--- src/design/wisc_pkg.sv ---
/*
 * Shared widths, types and encodings for the reduced 16-bit pipelined core.
 * Every design file refers to these by scoped name.
 */
package wisc_pkg;

	localparam int WORD_W = 16;
	localparam int REG_IDX_W = 3;
	localparam int NUM_REGS = 1 << REG_IDX_W;

	typedef logic [WORD_W-1:0] word_t;
	typedef logic [WORD_W-1:0] instr_t;
	typedef logic [REG_IDX_W-1:0] reg_idx_t;
	typedef logic [4:0] opcode_t;
	typedef logic [1:0] funct_t;
	typedef logic [2:0] alu_sel_t;

	// Instruction field positions
	localparam int OP_MSB = 15;
	localparam int OP_LSB = 11;
	localparam int RS_MSB = 10;
	localparam int RS_LSB = 8;
	localparam int RT_MSB = 7;
	localparam int RT_LSB = 5;
	localparam int RD_MSB = 4;
	localparam int RD_LSB = 2;
	localparam int IMM5_MSB = 4;
	localparam int IMM8_MSB = 7;
	localparam int FN_MSB = 1;

	localparam opcode_t OP_HALT = 5'b00000;
	localparam opcode_t OP_NOP  = 5'b00001;
	localparam opcode_t OP_ADDI = 5'b01000;
	localparam opcode_t OP_SUBI = 5'b01001;
	localparam opcode_t OP_BEQZ = 5'b01100;
	localparam opcode_t OP_BNEZ = 5'b01101;
	localparam opcode_t OP_ST   = 5'b10000;
	localparam opcode_t OP_LBI  = 5'b11000;
	localparam opcode_t OP_ALU  = 5'b11011;

	// Function field of the register operations
	localparam funct_t FN_ADD  = 2'b00;
	localparam funct_t FN_SUB  = 2'b01;
	localparam funct_t FN_XOR  = 2'b10;
	localparam funct_t FN_ANDN = 2'b11;

	localparam instr_t NOP_INSTR = {OP_NOP, 11'b0};

	// Result selectors used inside execute
	localparam alu_sel_t SEL_ADD  = 3'd0;
	localparam alu_sel_t SEL_SUBI = 3'd1;
	localparam alu_sel_t SEL_SUB  = 3'd2;
	localparam alu_sel_t SEL_XOR  = 3'd3;
	localparam alu_sel_t SEL_ANDN = 3'd4;
	localparam alu_sel_t SEL_IMM  = 3'd5;

endpackage

--- src/design/id_ex_if.sv ---
/*
 * Decoded instruction passed from decode into execute.
 * Registered in decode and updated every cycle, with no handshake.
 */
interface id_ex_if;

	logic                valid;
	wisc_pkg::word_t     op_a;
	wisc_pkg::word_t     op_b;
	wisc_pkg::word_t     imm;
	wisc_pkg::alu_sel_t  alu_sel;
	logic                use_imm;
	logic                reg_write;
	wisc_pkg::reg_idx_t  dest;
	logic                store;
	logic                halt;

	modport src (output valid, op_a, op_b, imm, alu_sel, use_imm,
		reg_write, dest, store, halt);

	modport dst (input valid, op_a, op_b, imm, alu_sel, use_imm,
		reg_write, dest, store, halt);

endinterface

--- src/design/fwd_if.sv ---
/*
 * Result taps fed back to decode and the register file.
 * Execute drives the ex and mem taps, writeback drives the wb tap.
 */
interface fwd_if;

	logic               ex_we;
	wisc_pkg::reg_idx_t ex_idx;
	wisc_pkg::word_t    ex_data;
	logic               mem_we;
	wisc_pkg::reg_idx_t mem_idx;
	wisc_pkg::word_t    mem_data;
	logic               wb_we;
	wisc_pkg::reg_idx_t wb_idx;
	wisc_pkg::word_t    wb_data;

	modport ex_src (output ex_we, ex_idx, ex_data, mem_we, mem_idx, mem_data);
	modport wb_src (input mem_we, mem_idx, mem_data, output wb_we, wb_idx, wb_data);
	modport consumer (input ex_we, ex_idx, ex_data, mem_we, mem_idx, mem_data,
		wb_we, wb_idx, wb_data);

endinterface

--- src/design/fetch_stage.sv ---
/*
 * Program counter and the fetch/decode register.
 * A redirect or a freeze puts a NOP into decode in place of the fetched word.
 */
module fetch_stage #(
	parameter wisc_pkg::word_t RESET_PC = '0
) (
	input  logic               clk,
	input  logic               rst_n,
	input  logic               redirect,
	input  wisc_pkg::word_t    target,
	input  logic               freeze,
	input  wisc_pkg::instr_t   instr,
	output wisc_pkg::word_t    pc,
	output wisc_pkg::instr_t   fd_instr,
	output wisc_pkg::word_t    fd_pc2
);

	wisc_pkg::word_t pc_q;
	wisc_pkg::word_t pc2;

	assign pc = pc_q;
	assign pc2 = pc_q + wisc_pkg::word_t'(2);

	// Branch target wins over freeze
	always_ff @(posedge clk or negedge rst_n) begin
		if (!rst_n)
			pc_q <= RESET_PC;
		else if (redirect)
			pc_q <= target;
		else if (!freeze)
			pc_q <= pc2;
	end

	always_ff @(posedge clk or negedge rst_n) begin
		if (!rst_n)
			fd_instr <= wisc_pkg::NOP_INSTR;
		else
			fd_instr <= (redirect || freeze) ? wisc_pkg::NOP_INSTR : instr;
	end

	always_ff @(posedge clk) begin
		fd_pc2 <= pc2;
	end

endmodule

--- src/design/reg_file.sv ---
/*
 * Eight general registers, written from the writeback tap.
 * A read of the register written in the same cycle sees the new value.
 */
module reg_file (
	input  logic                clk,
	input  logic                rst_n,
	input  wisc_pkg::reg_idx_t  rd_sel1,
	input  wisc_pkg::reg_idx_t  rd_sel2,
	output wisc_pkg::word_t     rd_data1,
	output wisc_pkg::word_t     rd_data2,
	fwd_if.consumer             fwd
);

	wisc_pkg::word_t regs [wisc_pkg::NUM_REGS];

	always_ff @(posedge clk or negedge rst_n) begin
		if (!rst_n)
			regs <= '{default: '0};
		else if (fwd.wb_we)
			regs[fwd.wb_idx] <= fwd.wb_data;
	end

	// Write-before-read bypass
	assign rd_data1 = (fwd.wb_we && fwd.wb_idx == rd_sel1) ? fwd.wb_data : regs[rd_sel1];
	assign rd_data2 = (fwd.wb_we && fwd.wb_idx == rd_sel2) ? fwd.wb_data : regs[rd_sel2];

endmodule

--- src/design/decode_stage.sv ---
/*
 * Decode: control bits, operand forwarding, branch resolution and halt/error.
 * Loads the decode/execute register every cycle, NOPs once stopped.
 */
module decode_stage (
	input  logic               clk,
	input  logic               rst_n,
	input  wisc_pkg::instr_t   fd_instr,
	input  wisc_pkg::word_t    fd_pc2,
	fwd_if.consumer            fwd,
	id_ex_if.src               ex,
	output logic               redirect,
	output wisc_pkg::word_t    target,
	output logic               freeze,
	output logic               err
);

	wisc_pkg::opcode_t  opcode;
	wisc_pkg::funct_t   funct;
	wisc_pkg::reg_idx_t rs, rt, rd, dest;
	wisc_pkg::word_t    imm5_sx, imm8_sx, imm_val;
	wisc_pkg::word_t    rf_a, rf_b, val_a, val_b;
	wisc_pkg::alu_sel_t alu_sel;
	logic use_imm, reg_write, store, is_branch, is_halt, illegal;
	logic stop_q, err_q;

	// Youngest producer first
	function automatic wisc_pkg::word_t fwd_pick(input wisc_pkg::reg_idx_t idx,
		input wisc_pkg::word_t rf_val);
		if (fwd.ex_we && fwd.ex_idx == idx)
			return fwd.ex_data;
		if (fwd.mem_we && fwd.mem_idx == idx)
			return fwd.mem_data;
		if (fwd.wb_we && fwd.wb_idx == idx)
			return fwd.wb_data;
		return rf_val;
	endfunction

	assign opcode = fd_instr[wisc_pkg::OP_MSB:wisc_pkg::OP_LSB];
	assign funct = fd_instr[wisc_pkg::FN_MSB:0];
	assign rs = fd_instr[wisc_pkg::RS_MSB:wisc_pkg::RS_LSB];
	assign rt = fd_instr[wisc_pkg::RT_MSB:wisc_pkg::RT_LSB];
	assign rd = fd_instr[wisc_pkg::RD_MSB:wisc_pkg::RD_LSB];
	assign imm5_sx = {{(wisc_pkg::WORD_W-wisc_pkg::IMM5_MSB-1){fd_instr[wisc_pkg::IMM5_MSB]}},
		fd_instr[wisc_pkg::IMM5_MSB:0]};
	assign imm8_sx = {{(wisc_pkg::WORD_W-wisc_pkg::IMM8_MSB-1){fd_instr[wisc_pkg::IMM8_MSB]}},
		fd_instr[wisc_pkg::IMM8_MSB:0]};
	assign imm_val = (opcode == wisc_pkg::OP_LBI) ? imm8_sx : imm5_sx;

	reg_file i_reg_file (
		.clk      (clk),
		.rst_n    (rst_n),
		.rd_sel1  (rs),
		.rd_sel2  (rt),
		.rd_data1 (rf_a),
		.rd_data2 (rf_b),
		.fwd      (fwd)
	);

	always_comb begin
		val_a = fwd_pick(rs, rf_a);
		val_b = fwd_pick(rt, rf_b);
	end

	always_comb begin
		alu_sel = wisc_pkg::SEL_ADD;
		use_imm = 1'b0;
		reg_write = 1'b0;
		store = 1'b0;
		dest = rd;
		is_branch = 1'b0;
		is_halt = 1'b0;
		illegal = 1'b0;
		case (opcode)
			wisc_pkg::OP_HALT: is_halt = 1'b1;
			wisc_pkg::OP_NOP: ;
			wisc_pkg::OP_ADDI: begin
				use_imm = 1'b1;
				reg_write = 1'b1;
				dest = rt;
			end
			wisc_pkg::OP_SUBI: begin
				alu_sel = wisc_pkg::SEL_SUBI;
				reg_write = 1'b1;
				dest = rt;
			end
			wisc_pkg::OP_LBI: begin
				alu_sel = wisc_pkg::SEL_IMM;
				reg_write = 1'b1;
				dest = rs;
			end
			// Address is rs + imm, data is rt
			wisc_pkg::OP_ST: begin
				use_imm = 1'b1;
				store = 1'b1;
			end
			wisc_pkg::OP_BEQZ, wisc_pkg::OP_BNEZ: is_branch = 1'b1;
			wisc_pkg::OP_ALU: begin
				reg_write = 1'b1;
				case (funct)
					wisc_pkg::FN_ADD: alu_sel = wisc_pkg::SEL_ADD;
					wisc_pkg::FN_SUB: alu_sel = wisc_pkg::SEL_SUB;
					wisc_pkg::FN_XOR: alu_sel = wisc_pkg::SEL_XOR;
					default: alu_sel = wisc_pkg::SEL_ANDN;
				endcase
			end
			default: illegal = 1'b1;
		endcase
	end

	// BEQZ taken on zero, BNEZ on nonzero
	assign redirect = is_branch && ((opcode == wisc_pkg::OP_BEQZ) == (val_a == '0));
	assign target = fd_pc2 + imm8_sx;
	assign freeze = is_halt || illegal || stop_q;
	assign err = err_q;

	always_ff @(posedge clk or negedge rst_n) begin
		if (!rst_n) begin
			stop_q <= 1'b0;
			err_q <= 1'b0;
			ex.valid <= 1'b0;
			ex.reg_write <= 1'b0;
			ex.store <= 1'b0;
			ex.halt <= 1'b0;
		end else begin
			stop_q <= freeze;
			err_q <= err_q || illegal;
			ex.valid <= !stop_q;
			ex.reg_write <= reg_write && !stop_q;
			ex.store <= store && !stop_q;
			// Illegal opcode retires like HALT
			ex.halt <= (is_halt || illegal) && !stop_q;
		end
	end

	always_ff @(posedge clk) begin
		ex.op_a <= val_a;
		ex.op_b <= val_b;
		ex.imm <= imm_val;
		ex.alu_sel <= alu_sel;
		ex.use_imm <= use_imm;
		ex.dest <= dest;
	end

endmodule

--- src/design/execute_stage.sv ---
/*
 * Execute: ALU and result select, then the execute/memory register.
 * The memory side of that register drives the store port directly.
 */
module execute_stage (
	input  logic            clk,
	input  logic            rst_n,
	id_ex_if.dst            ex,
	fwd_if.ex_src           fwd,
	output logic            mem_halt,
	output logic            dmem_wr,
	output wisc_pkg::word_t dmem_addr,
	output wisc_pkg::word_t dmem_wdata
);

	wisc_pkg::word_t b_val;
	wisc_pkg::word_t result;
	wisc_pkg::word_t store_data_q;

	assign b_val = ex.use_imm ? ex.imm : ex.op_b;

	// SUB and SUBI subtract rs from the other operand
	always_comb begin
		case (ex.alu_sel)
			wisc_pkg::SEL_ADD:  result = ex.op_a + b_val;
			wisc_pkg::SEL_SUBI: result = ex.imm - ex.op_a;
			wisc_pkg::SEL_SUB:  result = ex.op_b - ex.op_a;
			wisc_pkg::SEL_XOR:  result = ex.op_a ^ ex.op_b;
			wisc_pkg::SEL_ANDN: result = ex.op_a & ~ex.op_b;
			wisc_pkg::SEL_IMM:  result = ex.imm;
			default:            result = ex.op_a + b_val;
		endcase
	end

	assign fwd.ex_we = ex.valid && ex.reg_write;
	assign fwd.ex_idx = ex.dest;
	assign fwd.ex_data = result;

	always_ff @(posedge clk or negedge rst_n) begin
		if (!rst_n) begin
			fwd.mem_we <= 1'b0;
			dmem_wr <= 1'b0;
			mem_halt <= 1'b0;
		end else begin
			fwd.mem_we <= ex.valid && ex.reg_write;
			dmem_wr <= ex.valid && ex.store;
			mem_halt <= ex.valid && ex.halt;
		end
	end

	always_ff @(posedge clk) begin
		fwd.mem_idx <= ex.dest;
		fwd.mem_data <= result;
		store_data_q <= ex.op_b;
	end

	assign dmem_addr = fwd.mem_data;
	assign dmem_wdata = store_data_q;

endmodule

--- src/design/writeback_stage.sv ---
/*
 * Memory/writeback register feeding the register file write port.
 * Also holds the sticky halted flag, set as a halt enters writeback.
 */
module writeback_stage (
	input  logic  clk,
	input  logic  rst_n,
	input  logic  mem_halt,
	fwd_if.wb_src fwd,
	output logic  halted
);

	always_ff @(posedge clk or negedge rst_n) begin
		if (!rst_n) begin
			fwd.wb_we <= 1'b0;
			halted <= 1'b0;
		end else begin
			fwd.wb_we <= fwd.mem_we;
			halted <= halted || mem_halt;
		end
	end

	always_ff @(posedge clk) begin
		fwd.wb_idx <= fwd.mem_idx;
		fwd.wb_data <= fwd.mem_data;
	end

endmodule

--- src/design/wisc_core.sv ---
/*
 * Five-stage 16-bit core with external instruction and data memory ports.
 * Instruction memory answers instr_addr in the same cycle.
 */
module wisc_core #(
	parameter wisc_pkg::word_t RESET_PC = '0
) (
	input  logic              clk,
	input  logic              rst_n,
	input  wisc_pkg::instr_t  instr,
	output wisc_pkg::word_t   instr_addr,
	output logic              dmem_wr,
	output wisc_pkg::word_t   dmem_addr,
	output wisc_pkg::word_t   dmem_wdata,
	output logic              halted,
	output logic              err
);

	wisc_pkg::instr_t fd_instr;
	wisc_pkg::word_t  fd_pc2;
	wisc_pkg::word_t  target;
	logic redirect;
	logic freeze;
	logic mem_halt;

	id_ex_if id_ex ();
	fwd_if   fwd ();

	fetch_stage #(.RESET_PC(RESET_PC)) i_fetch (
		.clk      (clk),
		.rst_n    (rst_n),
		.redirect (redirect),
		.target   (target),
		.freeze   (freeze),
		.instr    (instr),
		.pc       (instr_addr),
		.fd_instr (fd_instr),
		.fd_pc2   (fd_pc2)
	);

	decode_stage i_decode (
		.clk      (clk),
		.rst_n    (rst_n),
		.fd_instr (fd_instr),
		.fd_pc2   (fd_pc2),
		.fwd      (fwd.consumer),
		.ex       (id_ex.src),
		.redirect (redirect),
		.target   (target),
		.freeze   (freeze),
		.err      (err)
	);

	execute_stage i_execute (
		.clk        (clk),
		.rst_n      (rst_n),
		.ex         (id_ex.dst),
		.fwd        (fwd.ex_src),
		.mem_halt   (mem_halt),
		.dmem_wr    (dmem_wr),
		.dmem_addr  (dmem_addr),
		.dmem_wdata (dmem_wdata)
	);

	writeback_stage i_writeback (
		.clk      (clk),
		.rst_n    (rst_n),
		.mem_halt (mem_halt),
		.fwd      (fwd.wb_src),
		.halted   (halted)
	);

endmodule

--- config.mk ---
export PLATFORM = sky130hd
export DESIGN_NAME = wisc_core
export DESIGN_NICKNAME = d
export VERILOG_FILES = /design/src/design/wisc_pkg.sv /design/src/design/id_ex_if.sv /design/src/design/fwd_if.sv /design/src/design/fetch_stage.sv /design/src/design/reg_file.sv /design/src/design/decode_stage.sv /design/src/design/execute_stage.sv /design/src/design/writeback_stage.sv /design/src/design/wisc_core.sv
export SDC_FILE = /design/constraint.sdc
export NUM_CORES = 1
export LEC_CHECK = 0
export ABC_AREA = 1
export BUFFER_PORTS_ARGS = -buffer_cell sky130_fd_sc_hd__buf_4
export CAP_MARGIN = 5
export CELL_PAD_IN_SITES_DETAIL_PLACEMENT = 2
export CELL_PAD_IN_SITES_GLOBAL_PLACEMENT = 2
export CORE_UTILIZATION = 28
export DETAILED_ROUTE_END_ITERATION = 6
export GPL_ROUTABILITY_DRIVEN = 0
export PLACE_DENSITY = 0.76
export SYNTH_ARGS = -nofsm -noshare
export SYNTH_HDL_FRONTEND = slang
export SYNTH_SLANG_ARGS = --single-unit
--- constraint.sdc ---
create_clock -name clk -period 4.35 [get_ports clk]
set_input_delay 0.435 -clock clk [delete_from_list [all_inputs] [get_ports clk]]
set_output_delay 0.435 -clock clk [all_outputs]
set_load 0.02 [all_outputs]
* Word-level counts from Yosys, hierarchy flattened
Cells that the tools add are included.
Word-level totals: register bits after elaboration 296, latch bits 0, RAM bits 0, ROM bits 0, output and inout port bits 51, logic and storage cells 149, memories kept 0
Operators by class: $add $sub $neg 5, multipliers 0, div/mod/pow operators 0, $lt $le $gt $ge 4, eq/ne operators 23, shift operators 0, mux-type cells 50, bitwise logic cells 6, reductions and logical operators 28
Operator list (number):
- 2-to-1 mux 16 bit | 24
- bitwise mux 128 bit | 1
- binary-select mux 16 bit (select 3 bit) | 2
- one-hot mux 16 bit (5 select lines) | 1
- demux 16 bit (select 3 bit) | 1
- adder 16 bit | 2
- subtractor 16 bit | 2
- == test 5 x 4 -> 1 bit, second input constant | 4
- == test 3 bit | 6
- 2-to-1 mux 1 bit | 18
- one-hot mux 3 bit (3 select lines) | 2
- adder 16 x 2 -> 16 bit, second input constant | 1
- AND 16 bit | 1
- zero test 16 bit | 1
- NOT 16 bit | 1
- bitwise XOR 16 bit | 1
- == test 5 bit, second input constant | 3
- logical AND 1 bit | 14
- greater-or-equal comparator 4 bit, second input constant | 3
- NOT 3 -> 4 bit | 3
- OR reduction 9 bit | 1
- == test 3 x 2 -> 1 bit, second input constant | 2
- == test 3 bit, second input constant | 2
- one-hot mux 3 bit (2 select lines) | 1
- 13 further kinds | 19

* Logic depth before layout (Yosys ltp)
Gate-level depths: netlist of the first run.
depth in word-level cells 14, depth in mapped cells 27

* Hierarchy
A second synthesis of the first run with hierarchy kept.
Second synthesis, totals: cells, all modules 2700, area total of the unflattened synthesis 18061.1 µm²
By module, submodules not included:
- reg_file | times used 1, cells each 1198, area each 7762.4 µm²
- execute_stage | times used 1, cells each 654, area each 4053.9 µm²
- decode_stage | times used 1, cells each 593, area each 3832.4 µm²
- fetch_stage | times used 1, cells each 231, area each 1970.6 µm²
- writeback_stage | times used 1, cells each 24, area each 441.7 µm²

* Least setup slack after synthesis of the first run
OpenSTA, ideal clock, no wires.
kind flip-flop to flip-flop, start reg i_decode.ex.alu_sel[0], end reg i_fetch.fd_instr[10], library setup time 118 ps, arrival time 3195 ps, setup slack 1037 ps, cell stages (with the launch flop) 25, buffers on the path 3, path through dfxtp_1 inv_2 nand3_1 clkbuf_1 nand2_1 o21ai_0 ha_1 inv_1 fa_1 nand2_1 nand3_1 nand3_1 nand2_1 nand2_1 nand3b_1 nand3_1 nand4_1 nand2_1 nand2_1 nor2_4 nand4_2 buf_6 nand3_4 buf_8 nor2_4
On the way: cells in the longest elaborated chain, start to end 13
RTL lines:
- start: declaration | line id_ex_if.sv:18 | modport src (output valid, op_a, op_b, imm, alu_sel, use_imm,
- == test 3 bit, or another cell as far along | line execute_stage.sv:24 | case (ex.alu_sel)
- one-hot mux 16 bit (5 select lines) (*) | line execute_stage.sv:24
- 2-to-1 mux 16 bit (*) | line decode_stage.sv:30 | if (fwd.ex_we && fwd.ex_idx == idx)
- 2-to-1 mux 16 bit | line decode_stage.sv:32 | if (fwd.mem_we && fwd.mem_idx == idx)
- 2-to-1 mux 16 bit | line decode_stage.sv:34 | if (fwd.wb_we && fwd.wb_idx == idx)
- 2-to-1 mux 16 bit | line decode_stage.sv:36 | return rf_val;
- 2-to-1 mux 16 bit | line decode_stage.sv:34
- 2-to-1 mux 16 bit (*) | line decode_stage.sv:32
- zero test 16 bit (*) | line decode_stage.sv:112 | assign redirect = is_branch && ((opcode == wisc_pkg::OP_BEQZ) == (val_a == '0));
- == test 1 bit (*) | line decode_stage.sv:112
- logical AND 1 bit (*) | line decode_stage.sv:112
- logical OR 1 bit (*) | line fetch_stage.sv:39 | fd_instr <= (redirect || freeze) ? wisc_pkg::NOP_INSTR : instr;
- 2-to-1 mux 16 bit (*) | line fetch_stage.sv:39
- end signal: assignment | line fetch_stage.sv:37 | fd_instr <= wisc_pkg::NOP_INSTR;
- end signal: assignment | line fetch_stage.sv:39
- end: declaration | line fetch_stage.sv:15 | output wisc_pkg::instr_t fd_instr,
Mark *: on every way between the ends. The rest lies on a longest branch, timed or not. The select of a mux whose other input is x is not followed. A chain may end at the register's enable or synchronous reset.

* Worst setup path after layout of the first run
start reg i_decode.ex.alu_sel[0], end reg i_fetch.pc_q[3] (netlist: i_fetch.pc[3])
On the way: cells in the longest elaborated chain, start to end 12
RTL lines:
- == test 3 bit, or another cell as far along | line execute_stage.sv:24
- one-hot mux 16 bit (5 select lines) (*) | line execute_stage.sv:24
- 2-to-1 mux 16 bit (*) | line decode_stage.sv:30
- 2-to-1 mux 16 bit | line decode_stage.sv:32
- 2-to-1 mux 16 bit | line decode_stage.sv:34
- 2-to-1 mux 16 bit | line decode_stage.sv:36
- 2-to-1 mux 16 bit | line decode_stage.sv:34
- 2-to-1 mux 16 bit (*) | line decode_stage.sv:32
- zero test 16 bit (*) | line decode_stage.sv:112
- == test 1 bit (*) | line decode_stage.sv:112
- logical AND 1 bit (*) | line decode_stage.sv:112
- != test 2 bit (no line) or 2-to-1 mux 16 bit (tied branches)
- end signal: assignment | line fetch_stage.sv:30 | pc_q <= target;
- end signal: assignment | line fetch_stage.sv:32 | pc_q <= pc2;
- end: declaration | line fetch_stage.sv:19 | wisc_pkg::word_t pc_q;
Marked as above.

==> impl_metrics.json, run 1 <==
{
  "wl_per_cell_um": 21.15,
  "critPathCaptureType": "register",
  "cts.sink_count": 288,
  "syn_avg_cell_area_um2": 7.287,
  "layout_common_cells": "553 x nand2_1, 329 x o21ai_0, 301 x inv_1",
  "clock_latency_ns": 0.58,
  "syn_inst": 2265,
  "remaining_drc_errors": 0,
  "startpoint_type": "register",
  "status": "completed",
  "hpwlAfterDp_mm": 46.55,
  "routed_wirelength_mm": 65.51,
  "yosysWarnings": 0,
  "die_height_um": 244.8,
  "drtAntennaViolNets": 0,
  "final.min_clock_period_ns": 3.940,
  "synthArstFlopShare": 0.5938,
  "cts_tree": "built",
  "core-area_um2": 57920,
  "grt_pass1_vias": 17820,
  "syn_to_final_growth_pct": 16.02,
  "initial_utilization": 0.2850,
  "whs_ns": 0.04474,
  "grt_overflow_total": 0,
  "layout_commonest_cell": "nand2_1",
  "finalSetupViolCount": 0,
  "crit_type": "reg -> reg",
  "tns_ns": 0,
  "grt_use_total": 0.2198,
  "synth_flop_cell": "dfrtp_1",
  "fmax_mhz": 253.8,
  "yosysUniqueCellTypes": 55,
  "grt_setup_unrepaired": "no",
  "final_max_slew_viol_count": 0,
  "drt_pass1_iterations": 5,
  "htree_levels": 2,
  "syn-cell-area_um2": 16510,
  "hp-class": "in -> reg",
  "min_period_over_period": 0.9058,
  "synth_edf_count": 0,
  "power_w": 0.008618,
  "p_per_area_nw_per_um2": 450.0,
  "slew-limit-headroom": 0.2453,
  "nNetsFinal": 2390,
  "die_w_um": 244.8,
  "rows": 88,
  "cp_max_fo": 19,
  "crit_arrival_ns": 4.46,
  "grt_pass1_wl_mm": 102.9,
  "clockBufferDepth": 3,
  "grt_max_degree": 122,
  "diodes": 0,
  "antenna_found_initial": 3,
  "drive_gt1_frac": 0.09949,
  "p_leak_nw": 8.681,
  "ios": 69,
  "worst_pin_slew_ns": 1.132,
  "numCtsBuffers": 36,
  "ys_seq_elements": 288,
  "root_buffer": "clkbuf_16",
  "finalHoldViolations": 0,
  "port_buffers": 68,
  "syn-num-nets": 2351,
  "required_ns": 4.87,
  "vias": 15950,
  "die-area_um2": 59920,
  "clk_pin_slew_worst_paths_ns": 0.06,
  "ir_drop_uv": 245.6,
  "drv_cap": 0,
  "drt-initial-drc-count": 607,
  "viasPerCell": 5.149,
  "clock_skew_ns": 0.03631,
  "ys_seq_area_frac": 0.4012
}
-- through the flow --
step           cell area, um2  instances    util  setup WS, ns
2_1_floorplan           16510       2265       -         1.037
3_3_place_gp            17800       3030  0.3073        0.5103
3_5_place_dp            17800       3030  0.3073        0.2401
4_1_cts                 19110       3097  0.3300        0.2373
5_1_grt                 19150       3097  0.3306       0.03448
6_report                19150       3097  0.3306        0.4099
-- synthesized netlist by cell type, drive strengths merged, types with 7 or more instances --
library cell / n / share of area
buf: 39 / 0.017
nand3: 150 / 0.047
dfrtp: 170 / 0.26
o211ai: 71 / 0.033
nand2: 570 / 0.13
o221ai: 11 / 0.0058
nand3b: 7 / 0.0032
a211oi: 9 / 0.0041
a21oi: 105 / 0.032
inv: 309 / 0.070
nor2: 120 / 0.033
o22ai: 7 / 0.0027
dfxtp: 117 / 0.14
nand4: 23 / 0.0091
ha: 65 / 0.049
nor3: 10 / 0.0040
clkbuf: 68 / 0.015
xor2: 30 / 0.016
o21ai: 342 / 0.10
-- registers in the layout, summed over array words and instances, names as in the netlist, 3 cells and up --
name and cells:
i_fetch.fd_instr 16, i_decode.ex.op_a 16, i_writeback.fwd.wb_idx 3, i_fetch.pc 16, i_fetch.fd_pc2 16, i_writeback.fwd.wb_data 16, i_decode.i_reg_file.regs 128, i_execute.fwd.mem_idx 3
i_decode.ex.op_b 16, i_decode.ex.dest 3, i_decode.ex.imm 8, i_execute.dmem_addr 16, i_decode.ex.alu_sel 3, i_execute.dmem_wdata 16
-- report_power, final --
| part | internal, W | switching, W | total (W) |
|---|---|---|---|
| Clock | 0.00202 | 0.00131 | 0.00333 |
| Combinational | 0.000642 | 0.00139 | 0.00203 |
| Sequential | 0.00293 | 0.000327 | 0.00326 |
-- layer usage --
| layer | global-route usage | vias to the layer above | part of all wire |
|---|---|---|---|
| met5 | 0 | - | 0.00012 |
| met4 | 0.07169 | 2 | 0.026 |
| met3 | 0.02460 | 102 | 0.032 |
| met2 | 0.3964 | 257 | 0.50 |
| met1 | 0.2703 | 8101 | 0.44 |
| li1 | - | 7486 | - |
-- final timing paths --
path,startpoint,end,slack (ns),cells after the start
max,i_decode.ex.alu_sel[0]$_SDFF_PN0_,i_fetch.pc[3]$_DFFE_PN0P_,0.41,26
min in group asynchronous,rst_n,i_decode.i_reg_file.regs[106]$_DFFE_PN0P_,0.49,2
max in group asynchronous,rst_n,i_fetch.fd_instr[11]$_DFF_PN1_,2.76,3
max reg2reg,i_decode.ex.alu_sel[0]$_SDFF_PN0_,i_fetch.pc[3]$_DFFE_PN0P_,0.41,26
min,instr[11],i_fetch.fd_instr[11]$_DFF_PN1_,0.04,2
min reg2reg,i_decode.ex.op_b[5]$_DFF_P_,i_execute.dmem_wdata[5]$_DFF_P_,0.37,0
-- cells by family (layout without fill, tap and decap cells) --
group,count (synthesis),in the layout,synth area share
buffers and inverters,420,487,0.1042
adders and majority gates,68,68,0.05291
muxes,1,1,0.0006065
xor gates and xnor gates,36,36,0.01910
AOI/OAI and AO/OA,558,558,0.1872
DFF,288,288,0.4012
and+or+nand+nor,894,894,0.2348
-- area by class of cell --
class / instances / area (um2)
Multi-Input combinational cell: 1557 / 8215
Inverter: 313 / 1177
Timing Repair Buffer: 108 / 860.8
Sequential cell: 288 / 6633
Clock inverter: 16 / 241.5
Tap cell: 765 / 957.2
Clock buffer: 50 / 1065
Fill cell: 6815 / 38770
-- worst max-delay path: stages (launching register included) --
cell and delay [ns]:
dfxtp_1 0.36, inv_2 0.11, nand3_2 0.15, buf_4 0.24, o21ai_0 0.29, ha_1 0.22
nand2_1 0.05, nand2_1 0.10, inv_1 0.07, nand2_1 0.12, nand2_1 0.11, nand2_1 0.17
nand2_1 0.11, nand2_1 0.10, nand2_1 0.08, nand3_1 0.11, nand4_1 0.09, nand2_1 0.18
nand2_1 0.12, nor2_4 0.21, nand3_1 0.12, nand2_2 0.18, nand2_8 0.13, nor2_4 0.12
buf_12 0.16, nand2_1 0.06, nand2_1 0.08
-- what timing repair did --
item	4_1_cts	5_1_grt
setup buffers	0	0
setup endpoints to repair	0	25
resized for setup	0	7
hold buffers	1	0
endpoints found under the hold margin	80	0
(Power assumes the default switching activity.)
==> inputs of run 2 (changes only) <==
Settings changed: CORE_ASPECT_RATIO set to 0.9, CORE_UTILIZATION 28 to 25, PLACE_DENSITY 0.76 to 0.71.
==> run 2 against run 1 <==
Utilization is 3.5 points lower. Critical endpoint is now i_fetch.pc[13]$_DFFE_PN0P_. Sequential power hardly changed. Highest routed layer is now met4. Combinational power hardly changed. Total power is 4.4% lower. Worst setup slack worse by 0.057 ns. Largest power group is now sequential cells.
==> impl_metrics.json, run 2 (same netlist as run 1, synthesis figures left out) <==
{
  "initial_utilization": 0.2554,
  "wl_per_cell_um": 20.31,
  "ir_drop_uv": 248.3,
  "critPathCaptureType": "register",
  "drive_gt1_frac": 0.09290,
  "drt_pass1_iterations": 4,
  "final.min_clock_period_ns": 3.997,
  "grt_use_total": 0.1929,
  "p_leak_nw": 8.595,
  "fmax_mhz": 250.2,
  "min_period_over_period": 0.9188,
  "die_w_um": 272.9,
  "viasPerCell": 4.979,
  "startpoint_type": "register",
  "port_buffers": 68,
  "drtAntennaViolNets": 0,
  "htree_levels": 2,
  "ios": 69,
  "tns_ns": 0,
  "slew-limit-headroom": 0.2640,
  "hp-class": "in -> reg",
  "cp_max_fo": 19,
  "worst_pin_slew_ns": 1.104,
  "pre_cts_slack_ns": 0.2506,
  "remaining_drc_errors": 0,
  "stdcell_area_um2": 19080,
  "die-area_um2": 67060,
  "diodes": 0,
  "syn_to_final_growth_pct": 15.61,
  "timing.final.ws_setup_ns": 0.3531,
  "clock_latency_ns": 0.55,
  "cts.sink_count": 288,
  "whs_ns": 0.09655,
  "layout_commonest_cell": "nand2_1",
  "grt_overflow_total": 0,
  "nNetsFinal": 2390,
  "numCtsBuffers": 35,
  "final_max_slew_viol_count": 0,
  "clockBufferDepth": 3,
  "vias": 15830,
  "p_per_area_nw_per_um2": 431.9,
  "clk_pin_slew_worst_paths_ns": 0.06,
  "largest_reg_flops": 128,
  "finalHoldViolations": 0,
  "grt_max_degree": 115,
  "die_height_um": 245.8,
  "finalSetupViolCount": 0,
  "crit_type": "reg -> reg",
  "grt_setup_unrepaired": "no",
  "required_ns": 4.78,
  "hpwlAfterDp_mm": 45.81,
  "core-area_um2": 64630,
  "layout_common_cells": "553 x nand2_1, 328 x o21ai_0, 301 x inv_1",
  "drv_cap": 0,
  "cts_tree": "built",
  "largest-register": "i_decode.i_reg_file.regs",
  "crit_arrival_ns": 4.43,
  "clock_skew_ns": 0.02404,
  "drt-initial-drc-count": 718,
  "rows": 88,
  "antenna_found_initial": 1,
  "status": "completed",
  "post-route-util": 0.2952,
  "routed_wirelength_mm": 64.60,
  "placed_area_um2": 17880,
  "root_buffer": "clkbuf_16",
  "grt_pass1_wl_mm": 101.0,
  "grt_pass1_vias": 17300
}
==> run 2: worst max-delay path, stage by stage, from the launching register on <==
cell and delay, ns:
dfxtp_1 0.40, nand2_1 0.34, o21ai_0 0.17, ha_1 0.40, nand2_1 0.12, nor2_1 0.37, nand3_1 0.26, nand3_1 0.15
nand2_1 0.06, nand3_1 0.13, nand4_1 0.11, nand2_1 0.10, nand2_1 0.13, nor2_4 0.22, nand4_2 0.19, buf_6 0.23
nand2_8 0.15, nor2_4 0.07, buf_12 0.15, nand2_2 0.05, nand2_1 0.06
==> run 2: cell type report <==
type	instances	area, um2
fillers	7488	45550
multi-input cells	1557	8204
flip-flops and latches	288	6633
inverters	313	1177
well taps	855	1070
clock buffers	49	948.4
repair buffers	109	898.4
clock inverters	9	151.4
==> run 2: path summary, 6_finish.rpt <==
kind	from	to	slack, ns	cells after the start
hold / removal	instr[11]	i_fetch.fd_instr[11]$_DFF_PN1_	0.1	2
max in group asynchronous	rst_n	i_decode.i_reg_file.regs[106]$_DFFE_PN0P_	2.75	3
min in group asynchronous	rst_n	i_fetch.pc[1]$_DFFE_PN0P_	0.52	2
hold reg to reg	i_execute.dmem_addr[6]$_DFF_P_	i_writeback.fwd.wb_data[6]$_DFF_P_	0.37	0
setup reg to reg	i_decode.ex.imm[14]$_DFF_P_	i_fetch.pc[13]$_DFFE_PN0P_	0.35	20
setup / recovery	i_decode.ex.imm[14]$_DFF_P_	i_fetch.pc[13]$_DFFE_PN0P_	0.35	20
==> run 2: stage by stage <==
stage,power [W],instances
floorplan,0.004397,2265
global placement,0.005217,3116
detailed placement,0.005299,3116
CTS,0.008335,3175
global route,0.008681,3180
finish,0.008242,3180
==> run 2: what timing repair did <==
action | 4_1_cts | 5_1_grt
hold buffers | 1 | 0
buffers inserted | 0 | 5
endpoints found under the setup margin | 0 | 21
endpoints found under the hold margin | 31 | 0
gates resized for setup | 0 | 8
==> run 2: where the power goes <==
part,internal (W),switching (W)
clock,0.00175,0.00122
sequential,0.00293,0.000314
combinational,0.000647,0.00137
==> run 2: metal layers <==
metal	global-route usage	part of all wire	vias to the layer above
li1	-	-	7499
met1	0.2593	0.48	8029
met2	0.3218	0.46	220
met3	0.02890	0.037	85
met4	0.04660	0.022	0
met5	0	0	-
==> inputs of run 3 (changes only) <==
==> constraint.sdc (replaced) <==
create_clock -name clk -period 4.35 [get_ports clk]
set_input_delay 0.2175 -clock clk [delete_from_list [all_inputs] [get_ports clk]]
set_output_delay 0.2175 -clock clk [all_outputs]
set_load 0.02 [all_outputs]
==> run 3 against run 2 <==
Utilization is 0.26 points higher. Wire length decreased by 0.11%. Clock power up 2%. Register-to-register slack worse by 0.03 ns. Via count grew 0.28%. Combinational power is essentially flat. Sequential power hardly changed. Global-route usage down 0.085 points. Sequential share of layout area decreased by 0.30 points. Hold slack improved by 0.097 ns. Worst setup slack worse by 0.033 ns. Design area is 0.87% higher. Critical path type unchanged. Largest cell class unchanged.
==> impl_metrics.json, run 3 (same netlist as run 1, synthesis figures left out) <==
{
  "status": "completed",
  "rrSetupSlack_ns": 0.32,
  "placed_area_um2": 17860,
  "fin_cells": 3195,
  "vias": 15880,
  "slew-limit-headroom": 0.3203,
  "tns_ns": 0,
  "routed_wirelength_mm": 64.53,
  "numCtsBuffers": 35,
  "fmax_mhz": 248.2,
  "layout_common_cells": "553 x nand2_1, 329 x o21ai_0, 301 x inv_1",
  "largest_reg_flops": 128,
  "crit_type": "reg -> reg",
  "drive_gt1_frac": 0.09231,
  "drt-initial-drc-count": 700,
  "p_leak_nw": 8.670,
  "cp_max_fo": 19,
  "p_per_area_nw_per_um2": 430.7,
  "hp-class": "in -> async",
  "startpoint_type": "register",
  "syn_to_final_growth_pct": 16.61,
  "hpwlAfterDp_mm": 46.20,
  "cp_slowest_cell": "ha_1",
  "initial_utilization": 0.2554,
  "remaining_drc_errors": 0,
  "r2r_cells": 20,
  "clockPowerShare": 0.366,
  "grt_pass1_vias": 17390,
  "core-area_um2": 64630,
  "pwr-share-comb": 0.242,
  "required_ns": 4.76,
  "die_w_um": 272.9,
  "worst_pin_slew_ns": 1.013,
  "diodes": 0,
  "port_buffers": 68,
  "viasPerCell": 4.970,
  "layout_commonest_cell": "nand2_1",
  "root_buffer": "clkbuf_16",
  "p_switching_w": 0.002891,
  "power_w": 0.008289,
  "finalSetupViolCount": 0,
  "pre_cts_slack_ns": 0.1875,
  "dp_cells": 3114,
  "min_period_over_period": 0.9264,
  "regToRegEndpoint": "i_fetch.pc[3]$_DFFE_PN0P_",
  "timing.final.ws_setup_ns": 0.3203,
  "cts.sink_count": 288,
  "crit_arrival_ns": 4.44,
  "r2r_start": "i_decode.ex.imm[14]$_DFF_P_",
  "grt_use_total": 0.1920,
  "final_max_slew_viol_count": 0,
  "clock_latency_ns": 0.53,
  "p_int_w": 0.005399,
  "htree_levels": 2,
  "die_height_um": 245.8,
  "rows": 88,
  "clockBufferDepth": 3,
  "nNetsFinal": 2400,
  "die-area_um2": 67060,
  "swShare": 0.3487,
  "critPathCaptureType": "register",
  "ir_drop_uv": 281.0,
  "finalHoldViolations": 0,
  "cp_slowest_stage_delay_ns": 0.40,
  "final.min_clock_period_ns": 4.030,
  "stdcell_area_um2": 19250,
  "grt_pass1_wl_mm": 100.7,
  "clock_skew_ns": 0.01177,
  "largest-register": "i_decode.i_reg_file.regs",
  "wl_per_cell_um": 20.20,
  "crit_chain": "nand2_1 -> o21ai_0 -> ha_1 -> nand2_1 -> nor2_1 -> nand3_1 -> nand3_1 -> nand2_1 -> nand3_1 -> nand4_1 -> nand2_1 -> nand2_1 -> nor2_4 -> nand4_2 -> buf_4 -> nand2_8 -> nor2_4 -> buf_12 -> nand2_1 -> nand2_1",
  "drtAntennaViolNets": 0,
  "crit_path_frequent_cell": "nand2_1",
  "ios": 69,
  "antenna_found_initial": 2,
  "power_frac_seq": 0.392,
  "grt_overflow_total": 0,
  "clk_pin_slew_worst_paths_ns": 0.06,
  "drv_cap": 0,
  "grt_max_degree": 131,
  "drt_pass1_iterations": 4,
  "cts_tree": "built"
}
## run 3: final cells by class
type / count / area, um2
Fill cell: 7550 / 45380
Multi-Input combinational cell: 1557 / 8199
Sequential cell: 288 / 6633
Inverter: 313 / 1177
Clock buffer: 55 / 1074
Tap cell: 855 / 1070
Timing Repair Buffer: 119 / 993.5
Clock inverter: 8 / 101.3
## run 3: worst max path at each step
stage                                      start                              to  slack [ns]  cells after the start
2_1_floorplan  i_decode.ex.alu_sel[0]$_SDFF_PN0_  i_fetch.fd_instr[10]$_DFF_PN0_        1.04                     24
3_3_place_gp         i_decode.ex.imm[14]$_DFF_P_      i_fetch.pc[15]$_DFFE_PN0P_        0.31                     19
3_5_place_dp   i_decode.ex.alu_sel[0]$_SDFF_PN0_      i_fetch.pc[15]$_DFFE_PN0P_        0.19                     23
4_1_cts        i_decode.ex.alu_sel[0]$_SDFF_PN0_      i_fetch.pc[15]$_DFFE_PN0P_        0.16                     23
5_1_grt        i_decode.ex.alu_sel[0]$_SDFF_PN0_      i_fetch.pc[15]$_DFFE_PN0P_       -0.02                     24
6_report             i_decode.ex.imm[14]$_DFF_P_       i_fetch.pc[3]$_DFFE_PN0P_        0.32                     20
## run 3: timing repair
item                                   4_1_cts  5_1_grt
setup endpoints to repair                    0       19
resized for setup                            0        4
endpoints found under the hold margin       57        0
buffers inserted                             0        1
hold buffers                                17        0
## run 3: critical path: cells and delay by family, from the launching register on
family	cells	cell delay (ns)
adders and majority gates	1	0.40
AOI/OAI and AO/OA	1	0.18
buffers and inverters	2	0.43
and+or+nand+nor	16	2.51
DFF	1	0.39
## run 3: metal layers
metal  vias to the layer above  wire (um)  global-route usage
li1                       7509          -                   -
met1                      8039      30670              0.2601
met2                       244      30110              0.3205
met3                        86       2266             0.02617
met4                         0       1485             0.04544
met5                         -          0                   0
## run 3: power groups by stage
stage | registers, W | logic [W] | clock network [W]
floorplan | 0.00328 | 0.00112 | 0
global placement | 0.00329 | 0.00191 | 0
detailed placement | 0.00331 | 0.00199 | 0
CTS | 0.00326 | 0.00202 | 0.00312
global route | 0.00328 | 0.00223 | 0.00321
finish | 0.00325 | 0.00200 | 0.00303
## run 3: per-stage QoR
| step | hold WS, ns | util |
|---|---|---|
| 6_report | 0.1931 | 0.2978 |
| 5_1_grt | 0.2248 | 0.2978 |
| 4_1_cts | 0.1874 | 0.2972 |
| 3_5_place_dp | 0.1768 | 0.2764 |
| 3_3_place_gp | 0.1681 | 0.2764 |
| 2_1_floorplan | -0.07809 | - |
